--- src/hdl/mips_defines.svh ---
// MIPS subset encodings for opcodes, funct codes, ALU operations and sizes
`ifndef MIPS_DEFINES_SVH
`define MIPS_DEFINES_SVH

// ====================
// opcodes in ir[31:26]
// ====================
`define OP_RTYPE 6'b000000   // funct decides
`define OP_LW    6'b100011
`define OP_SW    6'b101011
`define OP_BEQ   6'b000100
`define OP_J     6'b000010
`define OP_JAL   6'b000011

// ====================
// funct codes in ir[5:0]
// ====================
`define FN_ADD   6'b100000
`define FN_SUB   6'b100010
`define FN_AND   6'b100100
`define FN_OR    6'b100101
`define FN_SLT   6'b101010
`define FN_SLL   6'b000000   // also the all-zero nop
`define FN_SRL   6'b000010
`define FN_JR    6'b001000

// ====================
// ALU operations
// ====================
`define ALU_AND  4'b0000
`define ALU_OR   4'b0001
`define ALU_ADD  4'b0010
`define ALU_SUB  4'b0110
`define ALU_SLT  4'b0111
`define ALU_SLL  4'b1000
`define ALU_SRL  4'b1001
`define ALU_NOP  4'b1111     // result forced to zero

// misc sizes
`define LINK_REG   5'd31     // jal return address
`define DMEM_WORDS 128       // data memory depth with 7-bit word address

`endif
--- src/hdl/mipsPkg.sv ---
// Shared vector types for the single-cycle MIPS datapath
`default_nettype none

package mipsPkg;

  // ====================
  // datapath widths
  // ====================
  typedef logic [31:0] word_t;     // data, address or instruction
  typedef logic [4:0]  regAddr_t;  // register index

  // instruction fields
  typedef logic [5:0] opcode_t;    // ir[31:26]
  typedef logic [5:0] funct_t;     // ir[5:0]

  // ALU operation select using the ALU_* encodings
  typedef logic [3:0] aluCtrl_t;

  // data memory word address from byte address bits 8:2
  typedef logic [6:0] memAddr_t;

endpackage

`default_nettype wire

--- src/hdl/singleCycleMips.sv ---
// Single-cycle MIPS top level tying the control unit and datapath to the memory ports
`timescale 1ns/1ps
`default_nettype none

module singleCycleMips (
  input  logic              clk,
  input  logic              rst,
  // instruction fetch
  input  mipsPkg::word_t    ir,
  output mipsPkg::word_t    irAddr,
  // data memory with active-low strobes
  input  mipsPkg::word_t    memReadData,
  output logic              cen,
  output logic              wen,
  output logic              oen,
  output mipsPkg::memAddr_t memAddr,
  output mipsPkg::word_t    memWriteData,
  // register writeback observation
  output logic              rfWriteEn,
  output mipsPkg::regAddr_t rfWriteAddr,
  output mipsPkg::word_t    rfWriteData
);

  // ====================
  // instruction fields
  // ====================
  mipsPkg::regAddr_t rsAddr;
  mipsPkg::regAddr_t rtAddr;
  mipsPkg::regAddr_t rdAddr;
  logic [15:0]       immField;
  logic [4:0]        shamt;
  logic [25:0]       jumpTarget;

  assign rsAddr     = ir[25:21];
  assign rtAddr     = ir[20:16];
  assign rdAddr     = ir[15:11];
  assign immField   = ir[15:0];
  assign shamt      = ir[10:6];
  assign jumpTarget = ir[25:0];

  // controls
  logic              regDst;
  logic              aluSrc;
  logic              memToReg;
  logic              regWrite;
  logic              memRead;
  logic              memWrite;
  logic              branch;
  logic              jump;
  logic              jumpReg;
  logic              link;
  logic              shiftOp;
  mipsPkg::aluCtrl_t aluCtrl;

  // datapath
  mipsPkg::word_t pc;
  mipsPkg::word_t nextPc;
  mipsPkg::word_t rsData;
  mipsPkg::word_t rtData;
  mipsPkg::word_t imm;
  mipsPkg::word_t aluResult;
  logic           zero;

  controlUnit uCtrl (
    .ir(ir), .regDst(regDst), .aluSrc(aluSrc), .memToReg(memToReg),
    .regWrite(regWrite), .memRead(memRead), .memWrite(memWrite),
    .branch(branch), .jump(jump), .jumpReg(jumpReg), .link(link),
    .shiftOp(shiftOp), .aluCtrl(aluCtrl)
  );

  pcUnit uPc (
    .clk(clk), .rst(rst), .imm(imm), .jumpTarget(jumpTarget), .rsData(rsData),
    .branch(branch), .zero(zero), .jump(jump), .jumpReg(jumpReg),
    .pc(pc), .nextPc(nextPc)
  );

  regFile uRf (
    .clk(clk), .rsAddr(rsAddr), .rtAddr(rtAddr), .rdAddr(rdAddr),
    .regWrite(regWrite), .regDst(regDst), .link(link), .memToReg(memToReg),
    .aluResult(aluResult), .memReadData(memReadData), .pc(pc),
    .rsData(rsData), .rtData(rtData), .writeEn(rfWriteEn),
    .writeAddr(rfWriteAddr), .writeData(rfWriteData)
  );

  executeUnit uExe (
    .rsData(rsData), .rtData(rtData), .immField(immField), .shamt(shamt),
    .aluSrc(aluSrc), .shiftOp(shiftOp), .aluCtrl(aluCtrl),
    .imm(imm), .result(aluResult), .zero(zero)
  );

  // ====================
  // memory ports
  // ====================
  assign irAddr       = rst ? '0 : nextPc;  // sync imem fetches word 0 in reset
  assign cen          = ~(memRead | memWrite);
  assign wen          = ~memWrite;          // sw only
  assign oen          = ~memRead;           // lw only
  assign memAddr      = aluResult[8:2];     // word address
  assign memWriteData = rtData;

endmodule

`default_nettype wire

--- src/hdl/executeUnit.sv ---
// Sign extension, operand selection and ALU with zero flag
`timescale 1ns/1ps
`default_nettype none
`include "mips_defines.svh"

module executeUnit (
  input  mipsPkg::word_t    rsData,
  input  mipsPkg::word_t    rtData,
  input  logic [15:0]       immField,  // ir[15:0]
  input  logic [4:0]        shamt,     // ir[10:6]
  input  logic              aluSrc,
  input  logic              shiftOp,
  input  mipsPkg::aluCtrl_t aluCtrl,
  output mipsPkg::word_t    imm,
  output mipsPkg::word_t    result,
  output logic              zero
);

  mipsPkg::word_t opA;
  mipsPkg::word_t opB;

  assign imm = {{16{immField[15]}}, immField};

  // ====================
  // operands
  // ====================
  assign opA = shiftOp ? rtData : rsData;  // shifts act on rt
  assign opB = aluSrc ? imm : rtData;

  always_comb begin
    case (aluCtrl)
      `ALU_ADD: result = opA + opB;
      `ALU_SUB: result = opA - opB;
      `ALU_AND: result = opA & opB;
      `ALU_OR:  result = opA | opB;
      `ALU_SLT: result = ($signed(opA) < $signed(opB)) ? 32'd1 : 32'd0;
      `ALU_SLL: result = opA << shamt;
      `ALU_SRL: result = opA >> shamt;  // logical shift with zero fill
      default:  result = '0;            // ALU_NOP
    endcase
  end

  // beq compares through the subtract
  assign zero = (result == '0);

endmodule

`default_nettype wire

--- src/hdl/regFile.sv ---
// Register file with writeback address and data selection where r0 reads as zero
`timescale 1ns/1ps
`default_nettype none
`include "mips_defines.svh"

module regFile (
  input  logic              clk,
  input  mipsPkg::regAddr_t rsAddr,
  input  mipsPkg::regAddr_t rtAddr,
  input  mipsPkg::regAddr_t rdAddr,
  input  logic              regWrite,
  input  logic              regDst,
  input  logic              link,
  input  logic              memToReg,
  input  mipsPkg::word_t    aluResult,
  input  mipsPkg::word_t    memReadData,
  input  mipsPkg::word_t    pc,
  output mipsPkg::word_t    rsData,
  output mipsPkg::word_t    rtData,
  output logic              writeEn,    // real write this cycle
  output mipsPkg::regAddr_t writeAddr,
  output mipsPkg::word_t    writeData
);

  mipsPkg::word_t regs [1:31];  // r0 has no storage
  mipsPkg::word_t returnAddr;

  assign returnAddr = pc + 32'd4;  // no delay slot

  // ====================
  // writeback selection
  // ====================
  always_comb begin
    if (link) begin
      writeAddr = `LINK_REG;
      writeData = returnAddr;
    end else begin
      writeAddr = regDst ? rdAddr : rtAddr;
      writeData = memToReg ? memReadData : aluResult;  // lw or ALU
    end
  end

  // writes to r0 dropped
  assign writeEn = regWrite && (writeAddr != 5'd0);

  always_ff @(posedge clk) begin
    if (writeEn) begin
      regs[writeAddr] <= writeData;
    end
  end

  // ====================
  // read ports return the old value on a same-cycle write
  // ====================
  assign rsData = (rsAddr == 5'd0) ? '0 : regs[rsAddr];
  assign rtData = (rtAddr == 5'd0) ? '0 : regs[rtAddr];

endmodule

`default_nettype wire

--- src/hdl/pcUnit.sv ---
// Program counter with next-address selection for sequential, branch and jump flow
`timescale 1ns/1ps
`default_nettype none

module pcUnit (
  input  logic           clk,
  input  logic           rst,
  input  mipsPkg::word_t imm,         // sign-extended offset
  input  logic [25:0]    jumpTarget,  // ir[25:0]
  input  mipsPkg::word_t rsData,      // jr target
  input  logic           branch,
  input  logic           zero,
  input  logic           jump,
  input  logic           jumpReg,
  output mipsPkg::word_t pc,          // address of current ir
  output mipsPkg::word_t nextPc
);

  mipsPkg::word_t pcPlus4;
  mipsPkg::word_t branchAddr;
  mipsPkg::word_t jumpAddr;

  assign pcPlus4    = pc + 32'd4;
  assign branchAddr = pcPlus4 + {imm[29:0], 2'b00};     // word offset
  assign jumpAddr   = {pcPlus4[31:28], jumpTarget, 2'b00};  // same 256MB region

  // ====================
  // next address with highest priority first
  // ====================
  always_comb begin
    if (jumpReg) begin
      nextPc = rsData;
    end else if (jump) begin
      nextPc = jumpAddr;
    end else if (branch && zero) begin
      nextPc = branchAddr;  // beq taken
    end else begin
      nextPc = pcPlus4;
    end
  end

  // one instruction per edge
  always_ff @(posedge clk or posedge rst) begin
    if (rst) begin
      pc <= '0;
    end else begin
      pc <= nextPc;
    end
  end

endmodule

`default_nettype wire

--- src/hdl/controlUnit.sv ---
// Main decoder and ALU-control decoder mapping the instruction word to datapath controls
`timescale 1ns/1ps
`default_nettype none
`include "mips_defines.svh"

module controlUnit (
  input  mipsPkg::word_t    ir,
  output logic              regDst,    // rd when high, else rt
  output logic              aluSrc,    // immediate as operand B
  output logic              memToReg,  // writeback from memory
  output logic              regWrite,
  output logic              memRead,
  output logic              memWrite,
  output logic              branch,
  output logic              jump,
  output logic              jumpReg,   // jr
  output logic              link,      // jal writes pc+4 to r31
  output logic              shiftOp,   // sll/srl take rt as operand A
  output mipsPkg::aluCtrl_t aluCtrl
);

  mipsPkg::opcode_t opcode;
  mipsPkg::funct_t  funct;

  assign opcode = ir[31:26];
  assign funct  = ir[5:0];

  always_comb begin
    // defaults write nothing and touch no memory
    regDst   = 1'b0;
    aluSrc   = 1'b0;
    memToReg = 1'b0;
    regWrite = 1'b0;
    memRead  = 1'b0;
    memWrite = 1'b0;
    branch   = 1'b0;
    jump     = 1'b0;
    jumpReg  = 1'b0;
    link     = 1'b0;
    shiftOp  = 1'b0;
    aluCtrl  = `ALU_NOP;

    case (opcode)
      `OP_RTYPE: begin
        regDst   = 1'b1;
        regWrite = 1'b1;  // cleared below for jr and unknown funct
        case (funct)
          `FN_ADD: aluCtrl = `ALU_ADD;
          `FN_SUB: aluCtrl = `ALU_SUB;
          `FN_AND: aluCtrl = `ALU_AND;
          `FN_OR:  aluCtrl = `ALU_OR;
          `FN_SLT: aluCtrl = `ALU_SLT;
          `FN_SLL: begin
            aluCtrl = `ALU_SLL;
            shiftOp = 1'b1;
          end
          `FN_SRL: begin
            aluCtrl = `ALU_SRL;
            shiftOp = 1'b1;
          end
          `FN_JR: begin
            jumpReg  = 1'b1;
            regWrite = 1'b0;  // jr writes nothing
          end
          default: begin
            regDst   = 1'b0;  // unknown funct acts as no-op
            regWrite = 1'b0;
          end
        endcase
      end
      `OP_LW: begin
        aluSrc   = 1'b1;
        memToReg = 1'b1;
        regWrite = 1'b1;
        memRead  = 1'b1;
        aluCtrl  = `ALU_ADD;  // base + offset
      end
      `OP_SW: begin
        aluSrc   = 1'b1;
        memWrite = 1'b1;
        aluCtrl  = `ALU_ADD;
      end
      `OP_BEQ: begin
        branch  = 1'b1;
        aluCtrl = `ALU_SUB;  // zero flag on equal
      end
      `OP_J:   jump = 1'b1;
      `OP_JAL: begin
        jump     = 1'b1;
        link     = 1'b1;
        regWrite = 1'b1;
      end
      default: ;  // undefined opcode keeps all controls low
    endcase
  end

endmodule

`default_nettype wire

--- config.mk ---
export PLATFORM = sky130hd
export DESIGN_NAME = singleCycleMips
export DESIGN_NICKNAME = d
export VERILOG_FILES = /design/src/hdl/mipsPkg.sv /design/src/hdl/singleCycleMips.sv /design/src/hdl/executeUnit.sv /design/src/hdl/regFile.sv /design/src/hdl/pcUnit.sv /design/src/hdl/controlUnit.sv
export VERILOG_INCLUDE_DIRS = /design/src /design/src/hdl
export SDC_FILE = /design/constraint.sdc
export NUM_CORES = 2
export LEC_CHECK = 0
export ABC_CLOCK_PERIOD_IN_PS = 17400
export BUFFER_PORTS_ARGS = -buffer_cell sky130_fd_sc_hd__buf_2
export CORE_ASPECT_RATIO = 0.75
export CORE_MARGIN = 2
export CORE_UTILIZATION = 44
export DETAILED_ROUTE_END_ITERATION = 10
export SLEW_MARGIN = 20
export SYNTH_ARGS = -nofsm -noshare
export SYNTH_HDL_FRONTEND = slang
export SYNTH_SLANG_ARGS = --single-unit
--- constraint.sdc ---
create_clock -name clk -period 17.4 [get_ports clk]
set_clock_uncertainty 0.05 [all_clocks]
set_input_delay 1.74 -clock clk [delete_from_list [all_inputs] [get_ports clk]]
set_output_delay 1.74 -clock clk [all_outputs]
set_load 0.01 [all_outputs]
* After elaboration in Yosys (flattened, before gate mapping)
Memory sizes are Yosys's and may differ from the RTL's.
Cells that the tools add are included.
** Storage, ports and cells
- Word-level logic and storage cells :: 80
- Bits in registers :: 32
- Memories :: 1
- RAM bits :: 992
- Bits of input ports :: 66
** Operators by class
- Shifts and indexed selects :: 2
- Bitwise logic cells :: 6
- Mux-type cells :: 32
- Reductions and logical operators :: 15
- $lt $le $gt $ge :: 1
- Equal/unequal tests :: 18
- Add/subtract/negate cells :: 4
** Memory list
- uRf.regs :: words 31, width 32, rd ports 2, clocked after Yosys merged registers in 0, write ports 1, line regFile.sv:25 : mipsPkg::word_t regs [1:31];
** Operators with widths (count)
- two-way mux 32 bit :: 10
- one-hot mux 32 bit (7 select lines) :: 1
- adder 32 bit :: 2
- == test 6 bit (second input constant) :: 7
- adder 32 x 3 -> 32 bit (second input constant) :: 1
- bitwise AND 32 bit :: 1
- zero test 32 bit :: 1
- < comparator 32 bit :: 1
- OR 32 bit :: 1
- left shift 32 x 5 -> 32 bit :: 1
- >> shifter 32 x 5 -> 32 bit :: 1
- subtractor 32 bit :: 1
- one-hot mux 4 bit (7 select lines) :: 1
- == test 6 x 2 -> 1 bit (second input constant) :: 3
- two-way mux 1 bit :: 16
- zero test 6 bit :: 2
- one-hot mux 4 bit (3 select lines) :: 1
- zero test 5 bit :: 2
- two-way mux 5 bit :: 2
- == test 4 x 3 -> 1 bit (second input constant) :: 2
- == test 4 bit (second input constant) :: 2
- OR reduction 2 bit :: 4
- OR reduction 8 bit :: 1
- OR reduction 7 bit :: 1
- 10 further kinds :: 13

* Depth between registers and ports, before layout
- Word-level depth :: 14
- Depth in mapped cells :: 31
- Gate-level depth less buffers :: 24

* By module
A second synthesis with hierarchy kept.
** Unflattened totals
- Cell total of the unflattened synthesis :: 5218
- Area, all modules :: 63259.4 um2
** Modules (own cells, without submodules)
- regFile :: area an instance 47100.2 um2, instances 1, cells an instance 2989
- executeUnit :: area an instance 11896.4 um2, instances 1, cells an instance 1665
- pcUnit :: area an instance 3758.6 um2, instances 1, cells an instance 485
- controlUnit :: area an instance 270.3 um2, instances 1, cells an instance 41
- singleCycleMips :: area an instance 234.0 um2, instances 1, cells an instance 38

* Worst setup path before layout
OpenSTA, ideal clock, no wires.
- Path type :: in2out
- From :: input ir[16]
- To :: output irAddr[10]
- Cell stages on the path :: 30
- Arrival :: 8766 ps
- Slack :: 6844 ps
- Path through :: clkbuf_1 -> buf_6 -> buf_4 -> buf_2 -> buf_2 -> mux2i_1 -> o22ai_1 -> o21ai_0 -> o2111ai_1 -> and2_1 -> nand2_1 -> nand2_1 -> ha_1 -> fa_1 -> or2_2 -> a221oi_1 -> o21bai_1 -> a41o_1 -> o211a_1 -> o31a_1 -> o21bai_1 -> a21oi_1 -> a221oi_1 -> a21oi_1 -> or4_1 -> or4_1 -> or4b_1 -> buf_2 -> nor3b_1 -> o41ai_1
** On the way
- Cells in the longest elaborated chain, start to end :: 12
** RTL lines
- start, declared :: line singleCycleMips.sv:9 : input mipsPkg::word_t ir,
- memory read (31 x 32 bit) or zero test 5 bit (tied branches)
- two-way mux 32 bit * :: line regFile.sv:56 : assign rtData = (rtAddr == 5'd0) ? '0 : regs[rtAddr];
- named net memWriteData[0] :: line singleCycleMips.sv:17 : output mipsPkg::word_t memWriteData,
- two-way mux 32 bit (on tied branches) :: line executeUnit.sv:27, executeUnit.sv:28
- < comparator 32 bit :: line executeUnit.sv:36 : `ALU_SLT: result = ($signed(opA) < $signed(opB)) ? 32'd1 : 32'd0;
- two-way mux 1 bit :: line executeUnit.sv:36
- one-hot mux 32 bit (7 select lines) * :: line executeUnit.sv:31 : case (aluCtrl)
- zero test 32 bit * :: line executeUnit.sv:44 : assign zero = (result == '0);
- logical AND 1 bit * :: line pcUnit.sv:35 : end else if (branch && zero) begin
- two-way mux 32 bit * :: line pcUnit.sv:35
- two-way mux 32 bit * :: line pcUnit.sv:33 : end else if (jump) begin
- two-way mux 32 bit * :: line pcUnit.sv:31 : if (jumpReg) begin
- two-way mux 32 bit * :: line singleCycleMips.sv:94 : assign irAddr = rst ? '0 : nextPc;
- end, declared :: line singleCycleMips.sv:10 : output mipsPkg::word_t irAddr,
Mark *: on every way through the listed nets, which the timed path passes. The rest lies on a longest branch.

* Worst setup path in the final report
- From :: input ir[21]
- To :: output irAddr[3]
** On the way
- Cells in the longest elaborated chain, start to end :: 12
** RTL lines
- memory read (31 x 32 bit) or zero test 5 bit (tied branches)
- two-way mux 32 bit * :: line regFile.sv:55 : assign rsData = (rsAddr == 5'd0) ? '0 : regs[rsAddr];
- two-way mux 32 bit :: line executeUnit.sv:27 : assign opA = shiftOp ? rtData : rsData;
- < comparator 32 bit :: line executeUnit.sv:36
- two-way mux 1 bit :: line executeUnit.sv:36
- one-hot mux 32 bit (7 select lines) :: line executeUnit.sv:31
- zero test 32 bit :: line executeUnit.sv:44
- logical AND 1 bit :: line pcUnit.sv:35
- two-way mux 32 bit :: line pcUnit.sv:35
- two-way mux 32 bit :: line pcUnit.sv:33
- two-way mux 32 bit * :: line pcUnit.sv:31
- two-way mux 32 bit * :: line singleCycleMips.sv:94
Every way passes the cells marked *; elsewhere a longest branch is shown, timed or not.

==> impl_metrics.yaml <==
status:
  status: "completed"
hold_path:
  hold_path_class: "reg -> reg"
  holdPathStages: 1
clock_network:
  path_clk_slew_ns: 0.08
  cts_tree: "built"
  clock_tree.root_cell: "clkbuf_16"
  cts_resized: 0
  numCtsBuffers: 99
  cts_hold_buf: 0
  cts_buffer_depth: 3
  post-cts-setup-buffer-count: 0
  clkLatencyLatePin_ns: 0.75
  cts.sinks: 1024
  h-tree-depth: 3
setup_path:
  crit_top_cell: "buf_4"
  critPathRequiredTime_ns: 15.61
  critPathMaxFanout: 58
  startpoint_type: "input pin"
  criticalPathCategory: "in -> out"
  crit_family: "compound AO/OA/AOI/OAI gates"
  path_buf_inv: 5
  r2r_start: "uRf.regs[15][1]$_DFFE_PP_"
  r2r_end: "uPc.pc[9]$_DFF_PP0_"
  endpoint: "irAddr[3]"
  cpPeakStageDelay_ns: 0.92
  end_kind: "output port"
  cp.depth: 26
  cp-startpoint: "ir[21]"
  cpMaxStageDelayCell: "a2111oi_0"
  r2r_slack_ns: 6.64
  cp.arrival_ns: 13.13
  ff2ff_path_depth: 23
global_routing:
  grt_max_degree: 98
  gr-total-overflow: 0
  grt_pass1_wl_mm: 417
  grt_usage_pct: 42.4
  grt_pass1_vias: 48800
  antenna_found_initial: 22
pwr:
  peakVddDrop_uv: 97.3
  p_leak_nw: 25.1
  p_seq_share_pct: 40.2
  power_density_mw_per_mm2: 103
  p_switching_mw: 2.46
  clkPwrFrac_pct: 31.5
  p_int_mw: 4.68
  pwr-share-comb_pct: 28.2
  switching_share_pct: 34.5
layout:
  nets: 5454
  drive_gt1_share_pct: 18.8
  areaGrowthSynthToFinish_pct: 11.8
  instances_no_fill: 7227
sta:
  maxSlewViolCount: 0
  final_hold_viol_count: 0
  slew_headroom_pct: 8.09
  setup_viol: 0
  timing.final.crit_share_pct: 85.8
  grt_setup_unrepaired: "false"
  final.setup.tns_ns: 0
  fmax_mhz: 67.0
  period_needed_ns: 14.92
  tightest_slew_ns: 1.37
yosys:
  synth_edf_count: 992
  yosysUniqueCellTypes: 101
  synth_warnings: 0
  syn_area_mm2: 0.0619
  avgSynthCellArea_um2: 12.1
  ys.flop_type: "edfxtp_1"
  ys_seq_elements: 1024
  synth-seq-area-share_pct: 49.4
  synthesis.nets: 5313
  synth-async-reset-ratio_pct: 3.13
  postSynthCellCount: 5114
placement:
  port_buffers: 177
  place_inst: 7029
  hpwl_mm: 210
  place_congestion: 1.11
die:
  ios: 178
  start_util_pct: 44.2
  die_area_mm2: 0.144
  placementRows: 119
  dieHeight_um: 329
  die_x_um: 437
  core_mm2: 0.140
drt:
  first_pass_iters: 9
  routed_wl_mm: 313
  wire_per_inst_um: 43.3
  vias: 53600
  vias_per_cell: 7.41
  ant_nets: 0
  drc: 0
  drtIter0Drc: 10500
run:
  drv_cap: 0
[placed cells by master (no fill, tap or decap), types with 173 or more instances in the layout]
cell / n
buf_4: 242
mux2i_1: 575
nand2_1: 364
nor2_1: 280
edfxtp_1: 992
buf_2: 173
a21oi_1: 180
a22oi_1: 205
nand3_1: 173
mux4_2: 245
[worst register-to-register path, delay by kind of cell, from the launching register on]
family,cells,cell delay [ns]
AOI/OAI and AO/OA,15,6.88
buffers and inverters,2,0.80
adders and majority gates,1,0.51
DFF,1,0.38
muxes,1,0.49
and+or+nand+nor,4,1.50
[layout make-up]
class	count	area [um2]
antenna	15	37.5
clock buffer	123	2610
clock inverter	60	681
fill	12400	70800
inverter	123	462
multi-input combinational	3582	29600
sequential	1024	30600
tap	1875	2350
timing repair buffer	425	2860
[power by group through the flow]
stage	clock, mW	combinational, mW	sequential [mW]
final	2.25	2.02	2.87
after global routing	2.36	2.06	2.88
after CTS	2.26	1.90	2.87
after detailed placement	0	1.89	2.93
after global placement	0	1.90	2.92
after floorplan	0	1.06	2.93
[kinds of logic after synthesis]
| kind of cell | count (synthesis) | share of synthesized area, % |
|---|---|---|
| xor gates and xnor gates | 59 | 0.835 |
| muxes | 856 | 18.9 |
| AOI/OAI and AO/OA | 1307 | 15.1 |
| adders and majority gates | 134 | 2.74 |
| and+or+nand+nor | 1226 | 9.28 |
| DFF | 1024 | 49.4 |
| buffers and inverters | 508 | 3.73 |
[state kept, by name, indices dropped and copies added (netlist names)]
signal,cells
uRf.regs,992
uPc.pc,32
[worst min-delay path by stage]
stage                                    from             endpoint  slack [ns]
after global routing      uPc.pc[0]$_DFF_PP0_  uPc.pc[0]$_DFF_PP0_        0.53
final                     uPc.pc[0]$_DFF_PP0_  uPc.pc[0]$_DFF_PP0_        0.49
after detailed placement  uPc.pc[0]$_DFF_PP0_  uPc.pc[0]$_DFF_PP0_        0.46
after global placement    uPc.pc[0]$_DFF_PP0_  uPc.pc[0]$_DFF_PP0_        0.50
after floorplan           uPc.pc[1]$_DFF_PP0_  uPc.pc[1]$_DFF_PP0_        0.42
after CTS                 uPc.pc[0]$_DFF_PP0_  uPc.pc[0]$_DFF_PP0_        0.48
[metrics by stage]
step                      instance area, um2  hold WS, ns  util, %  power (mW)  setup slack (ns)
after floorplan                        61900        0.420        -        3.99              6.84
after global placement                 65800        0.497     47.0        4.82              3.25
after detailed placement               65800        0.458     47.0        4.82              3.04
after CTS                              69100        0.484     49.4        7.03              3.03
after global routing                   69100        0.534     49.4        7.29              2.49
final                                  69200        0.487     49.4        7.14              2.48
[layer usage]
metal / wire (um) / GRT usage (%) / share of wire [%]
met3: 47800 / 16.6 / 15
met4: 16200 / 18.9 / 5.2
met2: 123000 / 56.2 / 39
met1: 126000 / 60.4 / 40
met5: 447 / 0.922 / 0.14
[cell usage after synthesis (26+ instances only)]
cell type    n  share of area, %
and2_1      43              0.43
a21oi_1    201               1.6
mux2i_1    576               9.3
and3_1      26              0.26
a31oi_1     69              0.70
nand4_1     40              0.40
edfxtp_1   992                48
nand2_1    368               2.2
nand2b_1    30              0.30
o2111ai_1   28              0.40
nor3_1      78              0.63
dfrtp_1     32               1.3
o21ai_0    126               1.0
mux4_2     245               8.9
buf_4       29              0.35
buf_1       41              0.25
xnor2_1     41              0.58
or3_1       30              0.30
a21o_1      44              0.53
nor2b_1     26              0.26
nor2_1     326               2.0
ha_1       130               2.6
buf_2       70              0.57
nand3_1    173               1.4
a22o_1      34              0.48
a211oi_1    71              0.86
a22oi_1    205               2.5
inv_1      104              0.63
a221oi_1    66              0.93
clkbuf_1   219               1.3
o22ai_1    126               1.3
o211ai_1    40              0.49
(Power assumes the default switching activity.)
